`config.mk`:
```
export PLATFORM = sky130hd
export DESIGN_NAME = control_overlay
export DESIGN_NICKNAME = d
export VERILOG_FILES = /design/src/design/video_pkg.sv /design/src/design/control_overlay.sv
export VERILOG_INCLUDE_DIRS = /design/src /design/src/design
export SDC_FILE = /design/constraint.sdc
export NUM_CORES = 1
export LEC_CHECK = 0
export BUFFER_PORTS_ARGS = -buffer_cell sky130_fd_sc_hd__buf_2
export CAP_MARGIN = 20
export CORE_MARGIN = 1.5
export CORE_UTILIZATION = 45
export DETAILED_ROUTE_END_ITERATION = 10
export PLACE_DENSITY = 0.67
export SYNTH_ARGS = -nofsm -noshare
export SYNTH_HDL_FRONTEND = slang
export SYNTH_SLANG_ARGS = --single-unit
export TNS_END_PERCENT = 100
```
`constraint.sdc`:
```
create_clock -name vclk -period 7.4
set_input_delay 0.37 -clock vclk [all_inputs]
set_output_delay 0.37 -clock vclk [all_outputs]
set_load 0.1 [all_outputs]
```
`src/design/synth_display_cfg.svh`:
```
`ifndef SYNTH_DISPLAY_CFG_SVH
`define SYNTH_DISPLAY_CFG_SVH

// 640x480 at 60 Hz with a pixel clock near 25 MHz
`define H_ACTIVE      640
`define H_FRONT       16
`define H_SYNC        96
`define H_TOTAL       800

`define V_ACTIVE      480
`define V_FRONT       10
`define V_SYNC        2
`define V_TOTAL       525   // Lines per frame

// Both piano key rows hang from the same top line
`define KEY_TOP       370
`define KEY_PITCH     24    // Slot pitch of both rows
`define KEY_WIDTH     22    // Leaves a 2 pixel gap between keys
`define WHITE_X0      11    // White row starts half a key right of the black row

// A played key grows by 10 lines
`define WHITE_IDLE_H  100
`define WHITE_PLAY_H  110
`define BLACK_IDLE_H  50
`define BLACK_PLAY_H  60

// Horizontal slider
`define SLIDER_X0     100
`define SLIDER_Y0     300
`define SLIDER_LEN    600   // Track length
`define SLIDER_H      10
`define KNOB_W        20

// Cursor block covers one character cell
`define CELL_W        64
`define CELL_H        16

`endif
```
`src/design/video_pkg.sv`:
```
`default_nettype none

package video_pkg;

	typedef logic [11:0] coord_t;   // Pixel or line number

	// Colour index, also the palette address
	typedef enum logic [2:0] {
		BACKGROUND = 3'd0,
		BLACK_KEY  = 3'd1,
		WHITE_KEY  = 3'd2,
		CURSOR     = 3'd3,
		SLIDER     = 3'd4
	} colour_idx_t;

	typedef struct packed {
		logic [9:0] r;
		logic [9:0] g;
		logic [9:0] b;
	} rgb_t;

	// One entry per colour_idx_t value, in enum order
	localparam rgb_t PALETTE [0:4] = '{
		'{r: 10'h000, g: 10'h000, b: 10'h000},  // Background
		'{r: 10'h010, g: 10'h020, b: 10'h0f0},  // Black key, dark blue
		'{r: 10'h1f0, g: 10'h1f0, b: 10'h1f0},  // White key
		'{r: 10'h1f0, g: 10'h1f0, b: 10'h1f0},  // Cursor
		'{r: 10'h100, g: 10'h130, b: 10'h1f0}   // Slider knob
	};

endpackage

`default_nettype wire

```
`src/design/control_overlay.sv`:
```
`timescale 1ns/100ps
`default_nettype none

`include "synth_display_cfg.svh"

module control_overlay (
	input  video_pkg::coord_t  x,
	input  video_pkg::coord_t  y,
	input  logic [7:0]         slide_val,
	input  logic [3:0]         cursor_col,
	input  logic [3:0]         cursor_row,
	output logic               slider_hit,
	output logic               track_hit,
	output logic               cursor_hit
);
	import video_pkg::*;

	localparam coord_t TRACK_X0 = coord_t'(`SLIDER_X0);
	localparam coord_t TRACK_X1 = coord_t'(`SLIDER_X0 + `SLIDER_LEN);
	localparam coord_t TRACK_Y0 = coord_t'(`SLIDER_Y0);
	localparam coord_t TRACK_Y1 = coord_t'(`SLIDER_Y0 + `SLIDER_H);

	logic [17:0] knob_prod;   // Up to 600 * 255
	coord_t      knob_x;
	coord_t      cell_x0;
	coord_t      cell_y0;
	logic        on_track_lines;

	// Full scale of slide_val is 128, larger values run past the track
	assign knob_prod = 18'(`SLIDER_LEN) * 18'(slide_val);
	assign knob_x    = TRACK_X0 + coord_t'(knob_prod >> 7);

	assign on_track_lines = (y >= TRACK_Y0) && (y <= TRACK_Y1);

	assign slider_hit = on_track_lines && (x >= knob_x) && (x <= knob_x + coord_t'(`KNOB_W));
	assign track_hit  = on_track_lines && (x >= TRACK_X0) && (x <= TRACK_X1);

	assign cell_x0 = coord_t'(cursor_col) * coord_t'(`CELL_W);
	assign cell_y0 = coord_t'(cursor_row) * coord_t'(`CELL_H);

	// Bottom edge is inclusive, so the block is one line taller than a cell
	assign cursor_hit = (x >= cell_x0) && (x < cell_x0 + coord_t'(`CELL_W)) &&
	                    (y >= cell_y0) && (y <= cell_y0 + coord_t'(`CELL_H));

endmodule

`default_nettype wire

```
== Word level (Yosys, flattened, before mapping) ==
Index checks and enable logic that the tools add are counted.

* Bits in writable memories: 0
* Output and inout port bits: 3
* Flip-flop bits (word level): 0
* Word-level logic and storage cells: 23
* Latch bits: 0
* Memories: 0
* Bits in read-only memories: 0

* Shifts and indexed selects: 0
* $add $sub $neg: 4
* Bitwise logic cells: 0
* $lt $le $gt $ge: 10
* Equal/unequal tests: 0
* Mux-type cells: 0
* Div/mod/pow operators: 0
* Multipliers: 1
* Reductions and logical operators: 8

{| class="wikitable"
|+ Operators with widths
! operator !! number
|-
| 7-bit by 8-bit multiplier with 15-bit output, first input constant || 1
|-
| 12-bit by 5-bit adder with 12-bit output, second input constant || 1
|-
| 7-bit by 11-bit adder with 12-bit output, first input constant || 1
|-
| 12-bit by 10-bit greater-or-equal comparator with 1-bit output || 1
|-
| 12-bit greater-or-equal comparator || 1
|-
| 12-bit by 7-bit greater-or-equal comparator with 1-bit output, second input constant || 1
|-
| 12-bit by 8-bit greater-or-equal comparator with 1-bit output || 1
|-
| 12-bit by 9-bit greater-or-equal comparator with 1-bit output, second input constant || 1
|-
| 12-bit by 10-bit less-or-equal comparator with 1-bit output, second input constant || 1
|-
| 12-bit less-or-equal comparator || 1
|-
| 12-bit by 9-bit less-or-equal comparator with 1-bit output || 1
|-
| 12-bit by 9-bit less-or-equal comparator with 1-bit output, second input constant || 1
|-
| 12-bit by 11-bit < comparator with 1-bit output || 1
|-
| 10-bit by 7-bit adder with 11-bit output, second input constant || 1
|-
| 8-bit by 5-bit adder with 9-bit output, second input constant || 1
|-
| 1-bit logical AND || 8
|}

== Logic depth before layout (Yosys ltp) ==
* Depth in word-level cells: 5
* Mapped depth: 26
* Depth with buffers taken out: 25

== Worst setup path before layout ==
No wires, ideal clock.

* Path type: input-to-output
* Start point: in slide_val[4]
* End point: out slider_hit
* Stages: 22
* Arrival: 6647 ps
* Data required time: 7030 ps
* Path buffers: 0
* Setup slack: 383 ps
* Path through: ha_1 > ha_1 > inv_1 > fa_1 > fa_1 > inv_1 > ha_1 > nand2_1 > or3_4 > o21ai_2 > nor2_1 > a211oi_1 > o22ai_2 > xnor2_2 > or2_1 > o41a_1 > ha_1 > nand4_1 > or2_2 > o21ai_0 > o211ai_1 > a21oi_1

* Longest elaborated chain between the ends: 5
* Elaborated cells between the ends (all ways): 7

{| class="wikitable"
|+ RTL lines
! element !! RTL line !! source
|-
| start: declaration || control_overlay.sv:9 || <nowiki>input logic [7:0] slide_val,</nowiki>
|-
| 7-bit by 8-bit multiplier with 15-bit output * || control_overlay.sv:30 || <nowiki>assign knob_prod = 18'(`SLIDER_LEN) * 18'(slide_val);</nowiki>
|-
| 7-bit by 11-bit adder with 12-bit output * || control_overlay.sv:31 || <nowiki>assign knob_x = TRACK_X0 + coord_t'(knob_prod >> 7);</nowiki>
|-
| 12-bit by 5-bit adder with 12-bit output or 12-bit greater-or-equal comparator (tied branches) || control_overlay.sv:35 || <nowiki>assign slider_hit = on_track_lines && (x >= knob_x) && (x <= knob_x + coord_t'(`KNOB_W));</nowiki>
|-
| 12-bit less-or-equal comparator or 1-bit logical AND (tied branches) || control_overlay.sv:35 ||
|-
| 1-bit logical AND * || control_overlay.sv:35 ||
|-
| end: declaration || control_overlay.sv:12 || <nowiki>output logic slider_hit,</nowiki>
|}

Every way passes the cells marked *; elsewhere a longest branch is shown, timed or not.

== Worst setup path in the final report ==
Ends and elaborated chain as after synthesis.

==> impl_metrics.py <==
metrics = {
    "synth": {
        "netlist_instances": 313,
        "synth_adder_area_share_pct": 42.83,
        "netlist.area_leader.share_pct": 38.24,
        "synth_top_family_by_area": "adder cells",
        "synthMuxAreaShare_pct": 0,
        "synthesis.nets": 439,
        "syn_area_mm2": 0.002618,
        "synth_warnings": 0,
        "synth_compound_area_share_pct": 26.96,
        "synthDistinctLibCells": 65,
        "yosysMostFrequentCell": "ha_1",
        "syn_avg_cell_area_um2": 8.363,
        "netlist_top_cells_area": "ha_1 (38%), inv_1 (5.0%), xnor2_1 (5.0%), fa_1 (4.6%), a21oi_1 (4.2%)",
        "ys_top_cells_by_count": "ha_1 (80), inv_1 (35), a21oi_1 (22)",
        "synth_top_cell_by_area": "ha_1",
        "yosysSeqAreaShare_pct": 0,
        "synth_simple_gate_area_share_pct": 17.30,
        "synth_xor_area_share_pct": 7.314,
    },
    "place": {
        "place_hpwl_um": 4994,
        "post_dp_cell_area_mm2": 0.002908,
        "io_buffers": 43,
        "gp_congestion": 0.8182,
    },
    "pwr": {
        "p_leak_nw": 1.480,
        "ir_worst_vdd_mv": 0.1891,
        "p_total_mw": 0.8616,
        "cellPowerDensity_mw_per_mm2": 296.3,
    },
    "timing": {
        "slew_headroom_pct": 66.27,
        "period_minus_slack_ps": 6579,
        "slew_viol_final": 0,
        "rsz0062_at_grt": "no",
        "worst_pin_slew_ps": 493.2,
        "tns_ps": 0,
        "hold_viol": 0,
        "max_freq_mhz": 152.0,
        "finalSetupViolations": 0,
        "finalCritPeriodShare_pct": 88.90,
    },
    "final_layout": {
        "nets": 481,
        "insertedDiodeCount": 0,
        "layout-drive-gt1-share_pct": 17.85,
        "seq_cell_count": 0,
        "final_area_mm2": 0.002908,
        "seqCellArea_um2": 0,
        "nClkBuffers": 0,
        "synthToLayoutAreaGrowth_pct": 11.09,
    },
    "global_routing": {
        "grt-ovfl-total": 0,
        "grt_pass1_vias": 2235,
        "grt_max_degree": 15,
        "grt_pass1_wl_um": 9632,
        "antenna_found_initial": 0,
        "gr-usage-all-layers_pct": 18.27,
    },
    "drt": {
        "routed_wl_um": 5593,
        "antenna_left": 0,
        "firstDrtPassIters": 4,
        "drt_iter0_markers": 116,
        "drc": 0,
        "wire_per_inst_um": 13.16,
        "vias": 2367,
        "viasPerCell": 5.569,
    },
    "worst_setup_path": {
        "cp.required_ps": 7030,
        "cp_top_family": "adder cells",
        "cpMaxStageDelayCell": "fa_1",
        "critPathLaunchType": "input pin",
        "cp_num_buf_inv": 4,
        "cpMostUsedCell": "ha_1",
        "crit_type": "in -> out",
        "critPathMaxFanout": 6,
        "critPathMaxStageDelay_ps": 530,
        "arrival_ps": 6210,
        "end_kind": "primary output",
        "cp.depth": 26,
    },
    "worst_hold_path": {
        "hold_class": "in -> out",
        "hold_depth": 3,
    },
    "die": {
        "coreArea_mm2": 0.005574,
        "die_area_mm2": 0.006283,
        "die_height_um": 79.27,
        "fp-row-count": 27,
        "io_pins": 43,
        "start_util_pct": 46.96,
        "die_w_um": 79.27,
    },
    "clocking": {
        "post-cts-setup-buffer-count": 0,
        "hold_buffers": 0,
        "cts-resized-gates": 0,
    },
    "status": {
        "outcome": "finished clean",
    },
    "run": {
        "max_cap_viol_count": 0,
    },
}
[area by class of cell]
type	instances	area [um2]
Multi-Input combinational cell	275	2471
Timing Repair Buffer	43	215.2
Inverter	35	131.4
Fill cell	548	2666
Tap cell	72	90.09
[cell usage in the layout (no fill, tap or decap), drive strengths merged, types with 2 or more instances in the layout]
cell type / Yosys / routed
nand3: 9 / 9
and2: 2 / 2
nor2: 16 / 16
a21oi: 23 / 23
nand2: 13 / 13
or3: 2 / 2
xor2: 5 / 5
nand4: 4 / 4
o221ai: 3 / 3
a211oi: 6 / 6
o21bai: 2 / 2
nand2b: 6 / 6
o21a: 7 / 7
o211ai: 3 / 3
o21ai: 12 / 12
a2111oi: 2 / 2
xnor2: 16 / 16
and3: 3 / 3
nor2b: 5 / 5
o2111ai: 2 / 2
inv: 35 / 35
ha: 80 / 80
a21o: 13 / 13
fa: 6 / 6
buf: 3 / 43
nor3: 8 / 8
or2: 4 / 4
[metal layers]
layer  GRT usage (%)  wire length [um]  share of wire (%)  vias up
li1                -                 -                  -     1248
met1           26.17              2855                 51     1088
met2           32.65              2624                 47       31
met3               0               113                2.0        0
met4               0                 0                  0        0
met5               0                 0                  0        -
[path summary, 6_finish.rpt]
path	from	end	slack, ps
worst min-delay path	x[9]	track_hit	1250
worst max-delay path	slide_val[4]	slider_hit	820
[metrics by stage]
| stage | util, % | setup WS (ps) | hold WS [ps] | cells |
|---|---|---|---|---|
| final | 52.17 | 821.2 | 1253 | 425 |
| after global routing | 52.17 | 499.5 | 1274 | 425 |
| after CTS | 52.17 | 809.2 | 1245 | 425 |
| after detailed placement | 52.17 | 814.2 | 1245 | 425 |
| after global placement | 52.17 | 904.4 | 1262 | 425 |
| after floorplan | - | 382.8 | 1162 | 313 |
[power by group]
part	total [mW]	internal (mW)	switching (mW)
clock network	0	0	0
registers	0	0	0
logic	0.862	0.388	0.474
total	0.862	0.388	0.474
[logic make-up after synthesis]
family | count (synthesis)
fa+ha+maj | 86
xor+xnor | 21
compound gates | 88
buf+inv | 38
simple gates | 80
No activity file was read; power rests on OpenSTA's default activity.
