--- src/design/synth_display_cfg.svh ---
`ifndef SYNTH_DISPLAY_CFG_SVH
`define SYNTH_DISPLAY_CFG_SVH

// 640x480 at 60 Hz with a pixel clock near 25 MHz
`define H_ACTIVE      640
`define H_FRONT       16
`define H_SYNC        96
`define H_TOTAL       800

`define V_ACTIVE      480
`define V_FRONT       10
`define V_SYNC        2
`define V_TOTAL       525   // Lines per frame

// Both piano key rows hang from the same top line
`define KEY_TOP       370
`define KEY_PITCH     24    // Slot pitch of both rows
`define KEY_WIDTH     22    // Leaves a 2 pixel gap between keys
`define WHITE_X0      11    // White row starts half a key right of the black row

// A played key grows by 10 lines
`define WHITE_IDLE_H  100
`define WHITE_PLAY_H  110
`define BLACK_IDLE_H  50
`define BLACK_PLAY_H  60

// Horizontal slider
`define SLIDER_X0     100
`define SLIDER_Y0     300
`define SLIDER_LEN    600   // Track length
`define SLIDER_H      10
`define KNOB_W        20

// Cursor block covers one character cell
`define CELL_W        64
`define CELL_H        16

`endif
--- src/design/video_pkg.sv ---
`default_nettype none

package video_pkg;

	typedef logic [11:0] coord_t;   // Pixel or line number

	// Colour index, also the palette address
	typedef enum logic [2:0] {
		BACKGROUND = 3'd0,
		BLACK_KEY  = 3'd1,
		WHITE_KEY  = 3'd2,
		CURSOR     = 3'd3,
		SLIDER     = 3'd4
	} colour_idx_t;

	typedef struct packed {
		logic [9:0] r;
		logic [9:0] g;
		logic [9:0] b;
	} rgb_t;

	// One entry per colour_idx_t value, in enum order
	localparam rgb_t PALETTE [0:4] = '{
		'{r: 10'h000, g: 10'h000, b: 10'h000},  // Background
		'{r: 10'h010, g: 10'h020, b: 10'h0f0},  // Black key, dark blue
		'{r: 10'h1f0, g: 10'h1f0, b: 10'h1f0},  // White key
		'{r: 10'h1f0, g: 10'h1f0, b: 10'h1f0},  // Cursor
		'{r: 10'h100, g: 10'h130, b: 10'h1f0}   // Slider knob
	};

endpackage

`default_nettype wire

--- src/design/vga_timing.sv ---
`timescale 1ns/100ps
`default_nettype none

`include "synth_display_cfg.svh"

module vga_timing (
	input  wire                 VGA_CLK,
	input  wire                 rst,
	output video_pkg::coord_t   x,
	output video_pkg::coord_t   y,
	output logic                active,
	output logic                hs_raw,
	output logic                vs_raw
);
	import video_pkg::*;

	localparam coord_t H_LAST   = coord_t'(`H_TOTAL - 1);
	localparam coord_t V_LAST   = coord_t'(`V_TOTAL - 1);
	localparam coord_t HS_START = coord_t'(`H_ACTIVE + `H_FRONT);
	localparam coord_t HS_END   = coord_t'(`H_ACTIVE + `H_FRONT + `H_SYNC);
	localparam coord_t VS_START = coord_t'(`V_ACTIVE + `V_FRONT);
	localparam coord_t VS_END   = coord_t'(`V_ACTIVE + `V_FRONT + `V_SYNC);

	coord_t h_cnt;
	coord_t v_cnt;

	always_ff @(posedge VGA_CLK) begin
		if (rst) begin
			h_cnt <= '0;
			v_cnt <= '0;
		end else if (h_cnt == H_LAST) begin
			h_cnt <= '0;
			v_cnt <= (v_cnt == V_LAST) ? '0 : v_cnt + 1'b1;   // Next line or new frame
		end else begin
			h_cnt <= h_cnt + 1'b1;
		end
	end

	assign x = h_cnt;
	assign y = v_cnt;

	// Both syncs are active low
	assign hs_raw = !((h_cnt >= HS_START) && (h_cnt < HS_END));
	assign vs_raw = !((v_cnt >= VS_START) && (v_cnt < VS_END));
	assign active = (h_cnt < coord_t'(`H_ACTIVE)) && (v_cnt < coord_t'(`V_ACTIVE));

	a_x_range: assert property (@(posedge VGA_CLK) disable iff (rst)
		x < coord_t'(`H_TOTAL))
		else $error("x counter left the line: %0d", x);

	// Sync pulse must sit inside horizontal blanking
	a_hs_blank: assert property (@(posedge VGA_CLK) disable iff (rst)
		active |-> hs_raw)
		else $error("hs_raw low in active area at x=%0d", x);

endmodule

`default_nettype wire

--- config.mk ---
export PLATFORM = sky130hd
export DESIGN_NAME = vga_timing
export DESIGN_NICKNAME = d
export VERILOG_FILES = /design/src/design/video_pkg.sv /design/src/design/vga_timing.sv
export VERILOG_INCLUDE_DIRS = /design/src /design/src/design
export SDC_FILE = /design/constraint.sdc
export NUM_CORES = 1
export LEC_CHECK = 0
export BUFFER_PORTS_ARGS = -buffer_cell sky130_fd_sc_hd__buf_2
export CORE_ASPECT_RATIO = 1.5
export CORE_MARGIN = 2
export CORE_UTILIZATION = 40
export DETAILED_ROUTE_END_ITERATION = 8
export PLACE_DENSITY_LB_ADDON = 0.12
export SYNTH_ARGS = -nofsm -noshare
export SYNTH_HDL_FRONTEND = slang
export SYNTH_SLANG_ARGS = --single-unit
--- constraint.sdc ---
create_clock -name VGA_CLK -period 3.7 [get_ports VGA_CLK]
set_input_delay 0.74 -clock VGA_CLK [delete_from_list [all_inputs] [get_ports VGA_CLK]]
set_output_delay 0.74 -clock VGA_CLK [all_outputs]
set_load 0.02 [all_outputs]
### After elaboration in Yosys (flattened, before gate mapping)

Cells that the tools add are included.

* bits in registers: 24
* input bits: 2

* add/subtract/negate cells: 2
* order comparisons: 6
* eq/ne operators: 2
* mux-type cells: 1
* reductions and logical operators: 6

Operators with widths (number)
* $add 12x1->12 const B: 2
* $eq 12x10->1 const B: 2
* $lt 12x10->1 const B: 2
* $lt 12x9->1 const B: 2
* $ge 12x10->1 const B: 1
* $ge 12x9->1 const B: 1
* $mux 12: 1
* $logic_and 1x1->1: 3
* $logic_not 1->1: 2
* $reduce_or 2->1: 1

### Longest topological paths before layout

Gate-level depths: netlist (run 1).

* word-level depth: 3
* gate-level depth with buffers: 8
* gate-level depth less buffers: 6

### Worst setup path before layout (run 1)

No wires, ideal clock.

* path kind: register to output
* start point: register v_cnt[11], in the netlist y[11]
* end point: output active
* arrival time: 1.186 ns
* slack: 1.774 ns
* stages on the path, launching flop included: 4
* cells stage by stage: dfxtp_1 nor4_1 nand2_1 nor3_1

* word-level cells in the longest chain between the ends: 2

Ends and longest elaborated chain
* start, declared: RTL line vga_timing.sv:25 `coord_t v_cnt;`
* start signal, assigned: RTL line vga_timing.sv:33 `v_cnt <= (v_cnt == V_LAST) ? '0 : v_cnt + 1'b1;`
* $lt 12x9->1: RTL line vga_timing.sv:45 `` assign active = (h_cnt < coord_t'(`H_ACTIVE)) && (v_cnt < coord_t'(`V_ACTIVE)); ``
* $logic_and 1x1->1: RTL line vga_timing.sv:45
* end, declared: RTL line vga_timing.sv:11 `output logic active,`

No other way between the ends.

### Worst setup path in the final report (run 1)

* start point: register h_cnt[0], in the netlist x[0]
* end point: register v_cnt[10], in the netlist y[10]

* word-level cells in the longest chain between the ends: 1

Ends and longest elaborated chain
* start, declared: RTL line vga_timing.sv:24 `coord_t h_cnt;`
* start signal, assigned: RTL line vga_timing.sv:35 `h_cnt <= h_cnt + 1'b1;`
* $eq 12x10->1: RTL line vga_timing.sv:31 `end else if (h_cnt == H_LAST) begin`

No other way between the ends.
A chain may end at the register's enable or synchronous reset.

==> results.json, run 1 <==
{
  "fin_worst_skew_ns": 0.00639,
  "dpl.hpwl_um": 2170,
  "synth_area_leaders": "dfxtp_1, xor2_1, ha_1, nand3_1, nor2_1",
  "status": "completed",
  "grt_start_max_net_pins": 21,
  "dp.cells": 201,
  "crit_type": "reg2reg",
  "final.setup.tns_ns": 0,
  "tightest_slew_ns": 0.669,
  "met3_length_um": 111,
  "area_growth_pct": 19.0,
  "cpMaxStageDelayCell": "or4_1",
  "synthFlopType": "dfxtp_1",
  "drc": 0,
  "drt-wirelength-per-cell_um": 14.1,
  "routabilityCongestion": 0.822,
  "grt_setup_unrepaired": "no",
  "htree_levels": 1,
  "wl_met1_um": 1250,
  "antenna_cells": 0,
  "crit_chain": "ha_1 -> and3_1 -> nand4_1 -> or4_1 -> a21oi_1",
  "ir_drop_uv": 263,
  "syn_inst": 140,
  "drtAntennaViolNets": 0,
  "clockBufferDepth": 2,
  "multi_input_area_um2": 702,
  "drt_wl_total_um": 2900,
  "holdCritPathClass": "reg2reg",
  "stdcell_count": 205,
  "io_buffers": 28,
  "regToRegStartpoint": "x[0]$_SDFF_PP0_",
  "cts_resized": 0,
  "die_y_um": 71.9,
  "setup_viol": 0,
  "yosysTopAreaCellShare_pct": 39.0,
  "core_area_mm2": 0.00291,
  "fp.dieW_um": 49.3,
  "root_buffer": "clkbuf_8",
  "critPathBufInv": 0,
  "fin_nets": 174,
  "syn-num-nets": 147,
  "critPathCaptureType": "flop",
  "cts_tree": "yes",
  "startpoint_type": "flop",
  "clkLatencyLatePin_ns": 0.27,
  "worstHoldStart": "x[0]$_SDFF_PP0_",
  "antenna_found_initial": 0,
  "num_rows": 24,
  "cp_top_family": "simple AND/OR/NAND/NOR gates",
  "vias_per_cell": 5.55,
  "seq_area_frac_synth_pct": 39.0,
  "finalHoldViolCount": 0,
  "ff2ff_setup_slack_ns": 1.30,
  "grt_pass1_vias": 1061,
  "ys_types": 39,
  "top_layer": "met4",
  "timing.critical_path.from": "x[0]$_SDFF_PP0_",
  "period_minus_slack_ns": 2.40,
  "slew-limit-headroom_pct": 55.3,
  "syn_avg_cell_area_um2": 8.79,
  "layout-drive-gt1-share_pct": 21.7,
  "clk_pin_slew_worst_paths_ns": 0.09,
  "die_area_mm2": 0.00355,
  "holdBufCountCts": 0,
  "vias": 1138,
  "ys.warnings.count": 0,
  "async_flop_share_pct": 0,
  "crit_arrival_ns": 2.60,
  "fill_cells": 299,
  "post_cts_buffers": 0,
  "critical_path_required_ns": 3.90,
  "ios": 29,
  "synth_top_area_cell": "dfxtp_1",
  "crit_fanout": 20,
  "firstDrtPassIters": 4,
  "p_leak_nw": 0.598,
  "first_iter_violations": 14,
  "dr_wl_met2_um": 1520,
  "track_usage_pct": 17.0,
  "fmax_mhz": 417,
  "syn_area_mm2": 0.00123,
  "max_cap_violations": 0,
  "synth_common_cells": "dfxtp_1, nor2_1, nand3_1, xor2_1, nand2_1",
  "max_stage_delay_ns": 0.70,
  "clkSinkCount": 24,
  "final_max_slew_viol_count": 0,
  "synth_seq_cells": 24,
  "start_util_pct": 42.3,
  "synth_edf_count": 0,
  "finalCritPeriodShare_pct": 64.8,
  "grt_pass1_wl_um": 4790,
  "overflow": 0,
  "regArea_um2": 480,
  "cts_made_buffers": 3,
  "yosysMostFrequentCell": "dfxtp_1",
  "powerDensity_mw_per_mm2": 365
}
==> cells by family (layout without fill, tap and decap cells) <==
kind of cell | Yosys count | after routing | share of synthesized area, %
and+or+nand+nor | 63 | 63 | 29.9
AOI/OAI and AO/OA | 25 | 25 | 14.1
DFF | 24 | 24 | 39.0
buffers and inverters | 12 | 38 | 3.96
xor gates and xnor gates | 10 | 10 | 7.11
adders and majority gates | 5 | 5 | 5.08
muxes | 1 | 1 | 0.813
==> report_power, final <==
group / internal [mW] / total, mW / switching (mW)
clock: 0.145 / 0.229 / 0.0842
sequential: 0.263 / 0.270 / 0.00764
combinational: 0.0132 / 0.0354 / 0.0222
total: 0.421 / 0.535 / 0.114
==> worst reg2reg max path, delay by kind of cell, from the launching register on <==
family / cells / cell delay [ns]
simple gates: 3 / 1.57
flops: 1 / 0.41
fa+ha+maj: 1 / 0.21
compound gates: 1 / 0.14
==> layer usage <==
metal,vias to the layer above,GRT usage (%)
li1,566,-
met1,545,18.4
met2,25,33.0
met3,2,2.26
met4,0,5.71
met5,-,0
==> registers in the layout (all words and copies together) (netlist names) <==
| signal | flops |
|---|---|
| y | 12 |
| x | 12 |
==> through the flow <==
stage	power [mW]	instance area (µm²)	utilization, %	worst slack, ns	hold slack (ns)
final	0.535	1470	50.3	1.30	0.498
after global routing	0.556	1470	50.3	1.07	0.541
after CTS	0.541	1470	50.3	1.28	0.505
after detailed placement	0.312	1390	47.9	1.34	0.483
after global placement	0.312	1390	47.9	1.44	0.464
after floorplan	0.299	1230	-	1.77	0.537
==> cells in the final DEF (no fill, tap or decap), types with 4 or more instances in the layout <==
| cell | n |
|---|---|
| nand2_1 | 7 |
| nor2_1 | 12 |
| or4_1 | 4 |
| xor2_1 | 8 |
| inv_1 | 6 |
| dfxtp_1 | 24 |
| nand4_1 | 5 |
| a21oi_1 | 4 |
| o21ai_0 | 5 |
| nand3_1 | 10 |
| ha_1 | 5 |
| o31ai_1 | 5 |
| buf_2 | 28 |
==> path summary, 6_finish.rpt <==
check | to | cells after the start
worst max-delay path | y[10]$_SDFFE_PP0N_ | 5
worst min-delay path | x[0]$_SDFF_PP0_ | 1
worst max register to register | y[10]$_SDFFE_PP0N_ | 5
worst min register to register | x[0]$_SDFF_PP0_ | 1
==> layout make-up <==
class | count | share of cell area, %
clock inverter | 1 | 2.05
multi-input combinational | 104 | 47.9
inverter | 6 | 1.54
clock buffer | 3 | 2.82
sequential | 24 | 32.8
timing repair buffer | 28 | 9.56
tap | 39 | 3.33
Power figures use the tool's default switching activity.
==> inputs of run 2 (changes only) <==
--- a/config.mk
+++ b/config.mk
@@ -6,6 +6,7 @@
 export SDC_FILE = /design/constraint.sdc
 export NUM_CORES = 1
 export LEC_CHECK = 0
+export ABC_AREA = 1
 export BUFFER_PORTS_ARGS = -buffer_cell sky130_fd_sc_hd__buf_2
 export CORE_ASPECT_RATIO = 1.5
 export CORE_MARGIN = 2
==> constraint.sdc (replaced) <==
create_clock -name VGA_CLK -period 2.04 [get_ports VGA_CLK]
set_input_delay 0.408 -clock VGA_CLK [delete_from_list [all_inputs] [get_ports VGA_CLK]]
set_output_delay 0.408 -clock VGA_CLK [all_outputs]
set_load 0.02 [all_outputs]
==> run 2 against run 1 <==
  * Synthesized cell count up 55%
  * Clock power up 44%
  * Via count up 22%
  * Area after synthesis up 21%
  * Register-to-register slack worse by 0.82 ns
  * Total power up 59%
  * Critical path depth up 1
  * Core utilization down 2.5 points
  * Sequential power up 77%
  * Design area up 18%
  * Die area up 20%
  * Critical path type is now reg2out
  * Critical endpoint is now vs_raw
  * Largest cell class unchanged
  * Largest power group unchanged
  * Highest routed layer unchanged
==> results.json, run 2 <==
{
  "holdBufCountCts": 0,
  "rr_worst_depth": 8,
  "clkSinkCount": 24,
  "htree_levels": 1,
  "antenna_found_initial": 0,
  "clkLatencyLatePin_ns": 0.26,
  "yosysTopAreaCellShare_pct": 32.2,
  "synth_seq_cells": 24,
  "synth_top_area_cell": "dfxtp_1",
  "layout-drive-gt1-share_pct": 24.0,
  "final.setup.tns_ns": 0,
  "hold_end": "y[8]$_SDFFE_PP0N_",
  "r2r_end": "y[0]$_SDFFE_PP0N_",
  "ys.warnings.count": 0,
  "finalHoldViolCount": 0,
  "vias_per_cell": 4.74,
  "async_flop_share_pct": 0,
  "synth_common_cells": "nand2_1, nor2_1, inv_1, dfxtp_1, nand3_1",
  "synth_area_leaders": "dfxtp_1, nand2_1, nor2_1, inv_1, nand3_1",
  "ff2ff_setup_slack_ns": 0.48,
  "final_max_slew_viol_count": 0,
  "grt_pass1_wl_um": 5440,
  "routabilityCongestion": 0.802,
  "io_buffers": 28,
  "num_rows": 27,
  "sw_frac_of_total_pct": 22.6,
  "synth_adder_area_share_pct": 4.19,
  "start_util_pct": 41.3,
  "fin_nets": 258,
  "fmax_mhz": 551,
  "synth-compound-area-share_pct": 6.29,
  "fp.dieW_um": 53.9,
  "ys_types": 26,
  "synth_xor_area_share_pct": 2.35,
  "antenna_cells": 0,
  "synthFlopType": "dfxtp_1",
  "final_common_cell": "nand2_1",
  "overflow": 0,
  "core_area_mm2": 0.00361,
  "drt-wirelength-per-cell_um": 11.1,
  "setup_viol": 0,
  "hold_ws_ns": 0.367,
  "dpl_cell_area_mm2": 0.00167,
  "crit_arrival_ns": 1.41,
  "holdCritPathClass": "in2reg",
  "p_leak_nw": 0.760,
  "clkPwrFrac_pct": 38.8,
  "die_area_mm2": 0.00424,
  "status": "completed",
  "yosys.area_share.simple_pct": 44.0,
  "slew-limit-headroom_pct": 78.7,
  "drtAntennaViolNets": 0,
  "clockBufferDepth": 2,
  "syn_area_mm2": 0.00149,
  "regArea_um2": 480,
  "crit_type": "reg2out",
  "stdcell_count": 293,
  "root_buffer": "clkbuf_8",
  "grt_setup_unrepaired": "no",
  "tightest_slew_ns": 0.316,
  "track_usage_pct": 16.8,
  "cts_made_buffers": 3,
  "area_growth_pct": 15.9,
  "crit_fanout": 5,
  "ir_drop_uv": 335,
  "fin_worst_skew_ns": 0.00274,
  "worstHoldStart": "rst",
  "syn_avg_cell_area_um2": 6.87,
  "max_cap_violations": 0,
  "drc": 0,
  "critPathCaptureType": "output port",
  "power_mw": 0.851,
  "period_minus_slack_ns": 1.81,
  "vias": 1388,
  "synth_edf_count": 0,
  "synthMuxAreaShare_pct": 0,
  "dp.cells": 289,
  "synth_top_family_by_area": "simple AND/OR/NAND/NOR gates",
  "finalCritPeriodShare_pct": 88.9,
  "startpoint_type": "flop",
  "first_iter_violations": 21,
  "power_frac_comb_pct": 5.2,
  "powerDensity_mw_per_mm2": 493,
  "die_y_um": 78.8,
  "syn-num-nets": 224,
  "yosysMostFrequentCell": "nand2_1",
  "post_cts_buffers": 0,
  "whs_path_depth": 2,
  "seqPwrFrac_pct": 56.0,
  "clk_pin_slew_worst_paths_ns": 0.09,
  "fin_area_mm2": 0.00173,
  "firstDrtPassIters": 3,
  "fill_cells": 397,
  "switchingPower_mw": 0.192,
  "syn_inst": 217,
  "regToRegStartpoint": "x[1]$_SDFF_PP0_",
  "multi_input_area_um2": 847,
  "p_int_mw": 0.659,
  "drt_wl_total_um": 3240,
  "grt_pass1_vias": 1268,
  "mostFrequentLayoutCells": "nand2_1, nor2_1, inv_1, buf_2, dfxtp_1",
  "ios": 29,
  "seq_area_frac_synth_pct": 32.2,
  "cts_resized": 0,
  "dpl.hpwl_um": 2600,
  "grt_start_max_net_pins": 15,
  "critical_path_required_ns": 1.63,
  "cts_tree": "yes"
}
-- run 2: worst max path at each step --
| stage | startpoint | endpoint | slack [ns] | cells after the start |
|---|---|---|---|---|
| finish | y[10]$_SDFFE_PP0N_ | vs_raw | 0.23 | 6 |
| global placement | x[1]$_SDFF_PP0_ | y[0]$_SDFFE_PP0N_ | 0.48 | 8 |
| CTS | y[10]$_SDFFE_PP0N_ | vs_raw | 0.20 | 6 |
| floorplan | y[10]$_SDFFE_PP0N_ | active | 0.35 | 4 |
| global route | y[10]$_SDFFE_PP0N_ | active | 0.12 | 5 |
| detailed placement | x[1]$_SDFF_PP0_ | y[0]$_SDFFE_PP0N_ | 0.46 | 8 |
-- run 2: per-layer routing --
metal  track usage (%)  routed length (µm)  up-vias
met5                 0                   0        -
met4              4.62                  24        0
met3              1.69                  79        2
met2              31.6                1750       16
met1              18.9                1390      610
li1                  -                   -      760
-- run 2: area by class of cell --
type,instances,share of cell area (%)
multi-input cells,160,49.0
flip-flops and latches,24,27.8
repair buffers,33,10.3
inverters,29,6.59
well taps,43,3.11
clock buffers,4,3.19
-- run 2: per-stage QoR --
step | worst slack [ns] | utilization (%)
after CTS | 0.200 | 47.8
final | 0.226 | 47.8
after floorplan | 0.349 | -
after global routing | 0.116 | 47.8
after detailed placement | 0.456 | 46.3
after global placement | 0.475 | 46.3
-- run 2: worst max-delay path, cell delays in order (launching register included) --
cell and delay, ns:
dfxtp_1 0.35, inv_1 0.06, nand2_1 0.06, or2_2 0.28
nor2_1 0.13, o211ai_1 0.10, buf_2 0.17
-- run 2: cell families after synthesis --
| group | after synthesis |
|---|---|
| AOI/OAI and AO/OA | 14 |
| xor gates and xnor gates | 4 |
| adders and majority gates | 5 |
| buffers and inverters | 33 |
| DFF | 24 |
| and+or+nand+nor | 137 |
-- run 2: power groups by stage --
stage	Clock [mW]	Combinational (mW)	Sequential (mW)
floorplan	0	0.0280	0.495
global placement	0	0.0450	0.488
detailed placement	0	0.0454	0.488
finish	0.330	0.0441	0.477
CTS	0.339	0.0456	0.477
global route	0.361	0.0483	0.478
==> inputs of run 3 (changes only) <==
--- a/config.mk
+++ b/config.mk
@@ -13,6 +13,7 @@
 export CORE_UTILIZATION = 40
 export DETAILED_ROUTE_END_ITERATION = 8
 export PLACE_DENSITY_LB_ADDON = 0.12
+export RECOVER_POWER = 50
 export SYNTH_ARGS = -nofsm -noshare
 export SYNTH_HDL_FRONTEND = slang
 export SYNTH_SLANG_ARGS = --single-unit
==> run 3 against run 2 <==
  * Total power down 0.71%
  * Global-route usage unchanged
  * Wire length is essentially flat
  * Sequential power hardly changed
  * Via count up 1.7%
  * Clock power shrank 2%
  * Setup slack gained 0.0069 ns
  * Maximum frequency up 0.38%
  * Count of clock-buffer cells in the layout did not move
  * Combinational power fell by 3%
  * Critical endpoint unchanged
==> results.json, run 3 (same netlist as run 2, synthesis figures left out) <==
{
  "status": "completed",
  "ios": 29,
  "clkSinkCount": 24,
  "fmax_mhz": 554,
  "finalCritPeriodShare_pct": 88.6,
  "final_max_slew_viol_count": 0,
  "post_cts_buffers": 0,
  "mostFrequentLayoutCells": "nand2_1, nor2_1, inv_1",
  "hold_ws_ns": 0.367,
  "clockBufferDepth": 2,
  "stdcell_count": 293,
  "holdCritPathClass": "in2reg",
  "num_rows": 27,
  "layout-drive-gt1-share_pct": 14.4,
  "holdBufCountCts": 0,
  "clkLatencyLatePin_ns": 0.26,
  "drt-wirelength-per-cell_um": 11.1,
  "finalHoldViolCount": 0,
  "fin_area_mm2": 0.00170,
  "fp.dieW_um": 53.9,
  "core_area_mm2": 0.00361,
  "area_growth_pct": 13.8,
  "root_buffer": "clkbuf_8",
  "cts_resized": 0,
  "p_leak_nw": 0.659,
  "crit_arrival_ns": 1.40,
  "max_cap_violations": 0,
  "start_util_pct": 41.3,
  "drt_wl_total_um": 3240,
  "io_buffers": 28,
  "vias_per_cell": 4.82,
  "dpl_cell_area_mm2": 0.00167,
  "overflow": 0,
  "firstDrtPassIters": 4,
  "die_area_mm2": 0.00424,
  "regArea_um2": 480,
  "crit_type": "reg2out",
  "drc": 0,
  "vias": 1412,
  "fin_nets": 258,
  "dp.cells": 289,
  "powerDensity_mw_per_mm2": 498,
  "antenna_cells": 0,
  "period_minus_slack_ns": 1.81,
  "grt_pass1_vias": 1268,
  "tightest_slew_ns": 0.332,
  "track_usage_pct": 16.8,
  "setup_viol": 0,
  "drtAntennaViolNets": 0,
  "crit_fanout": 5,
  "cts_tree": "yes",
  "routabilityCongestion": 0.802,
  "ir_drop_uv": 332,
  "fill_cells": 401,
  "dpl.hpwl_um": 2600,
  "clk_pin_slew_worst_paths_ns": 0.09,
  "htree_levels": 1,
  "final_common_cell": "nand2_1",
  "die_y_um": 78.8,
  "multi_input_area_um2": 845,
  "critPathCaptureType": "output port",
  "cts_made_buffers": 3,
  "grt_setup_unrepaired": "no",
  "critical_path_required_ns": 1.63,
  "final.setup.tns_ns": 0,
  "antenna_found_initial": 0,
  "startpoint_type": "flop",
  "grt_start_max_net_pins": 15,
  "first_iter_violations": 21,
  "fin_worst_skew_ns": 0.00187,
  "grt_pass1_wl_um": 5440,
  "slew-limit-headroom_pct": 77.9
}
## run 3: changes by cell type in the layout (fill, tap and decap cells not counted), sizes merged
cell	previous run	this run
clkbuf	4	27
buf	33	10
## run 3: worst max-delay path, stage by stage (launching register included)
cell and delay [ns]:
dfxtp_1 0.35, inv_1 0.06, nand2_1 0.06, or2_2 0.28, nor2_1 0.13, o211ai_1 0.10, buf_2 0.17
## run 3: path summary, 6_finish.rpt
path,start,cells after the start,end,slack [ns]
hold / removal,rst,2,y[8]$_SDFFE_PP0N_,0.37
setup reg to reg,x[1]$_SDFF_PP0_,8,y[0]$_SDFFE_PP0N_,0.42
setup / recovery,y[10]$_SDFFE_PP0N_,6,vs_raw,0.23
hold reg to reg,x[11]$_SDFF_PP0_,2,x[11]$_SDFF_PP0_,0.53
## run 3: final cells by class
class | count | area share (%)
repair buffers | 33 | 8.78
flip-flops and latches | 24 | 28.3
multi-input cells | 160 | 49.8
clock buffers | 4 | 3.24
well taps | 43 | 3.17
inverters | 29 | 6.71
## run 3: power by group
| part | switching, mW | internal, mW | total, mW |
|---|---|---|---|
| Sequential | 0.00427 | 0.473 | 0.477 |
| Combinational | 0.0303 | 0.0125 | 0.0428 |
| Clock | 0.153 | 0.172 | 0.325 |
## run 3: metrics by stage
stage	worst slack, ns	util [%]	power [mW]
global route	0.112	46.9	0.887
CTS	0.200	47.8	0.862
finish	0.233	46.9	0.845
floorplan	0.349	-	0.523
global placement	0.475	46.3	0.533
detailed placement	0.456	46.3	0.534
## run 3: metal layers
| metal | share of wire [%] | track usage (%) |
|---|---|---|
| met3 | 2.7 | 1.69 |
| met5 | 0 | 0 |
| met2 | 54 | 31.6 |
| met1 | 43 | 18.9 |
| met4 | 0.74 | 4.62 |
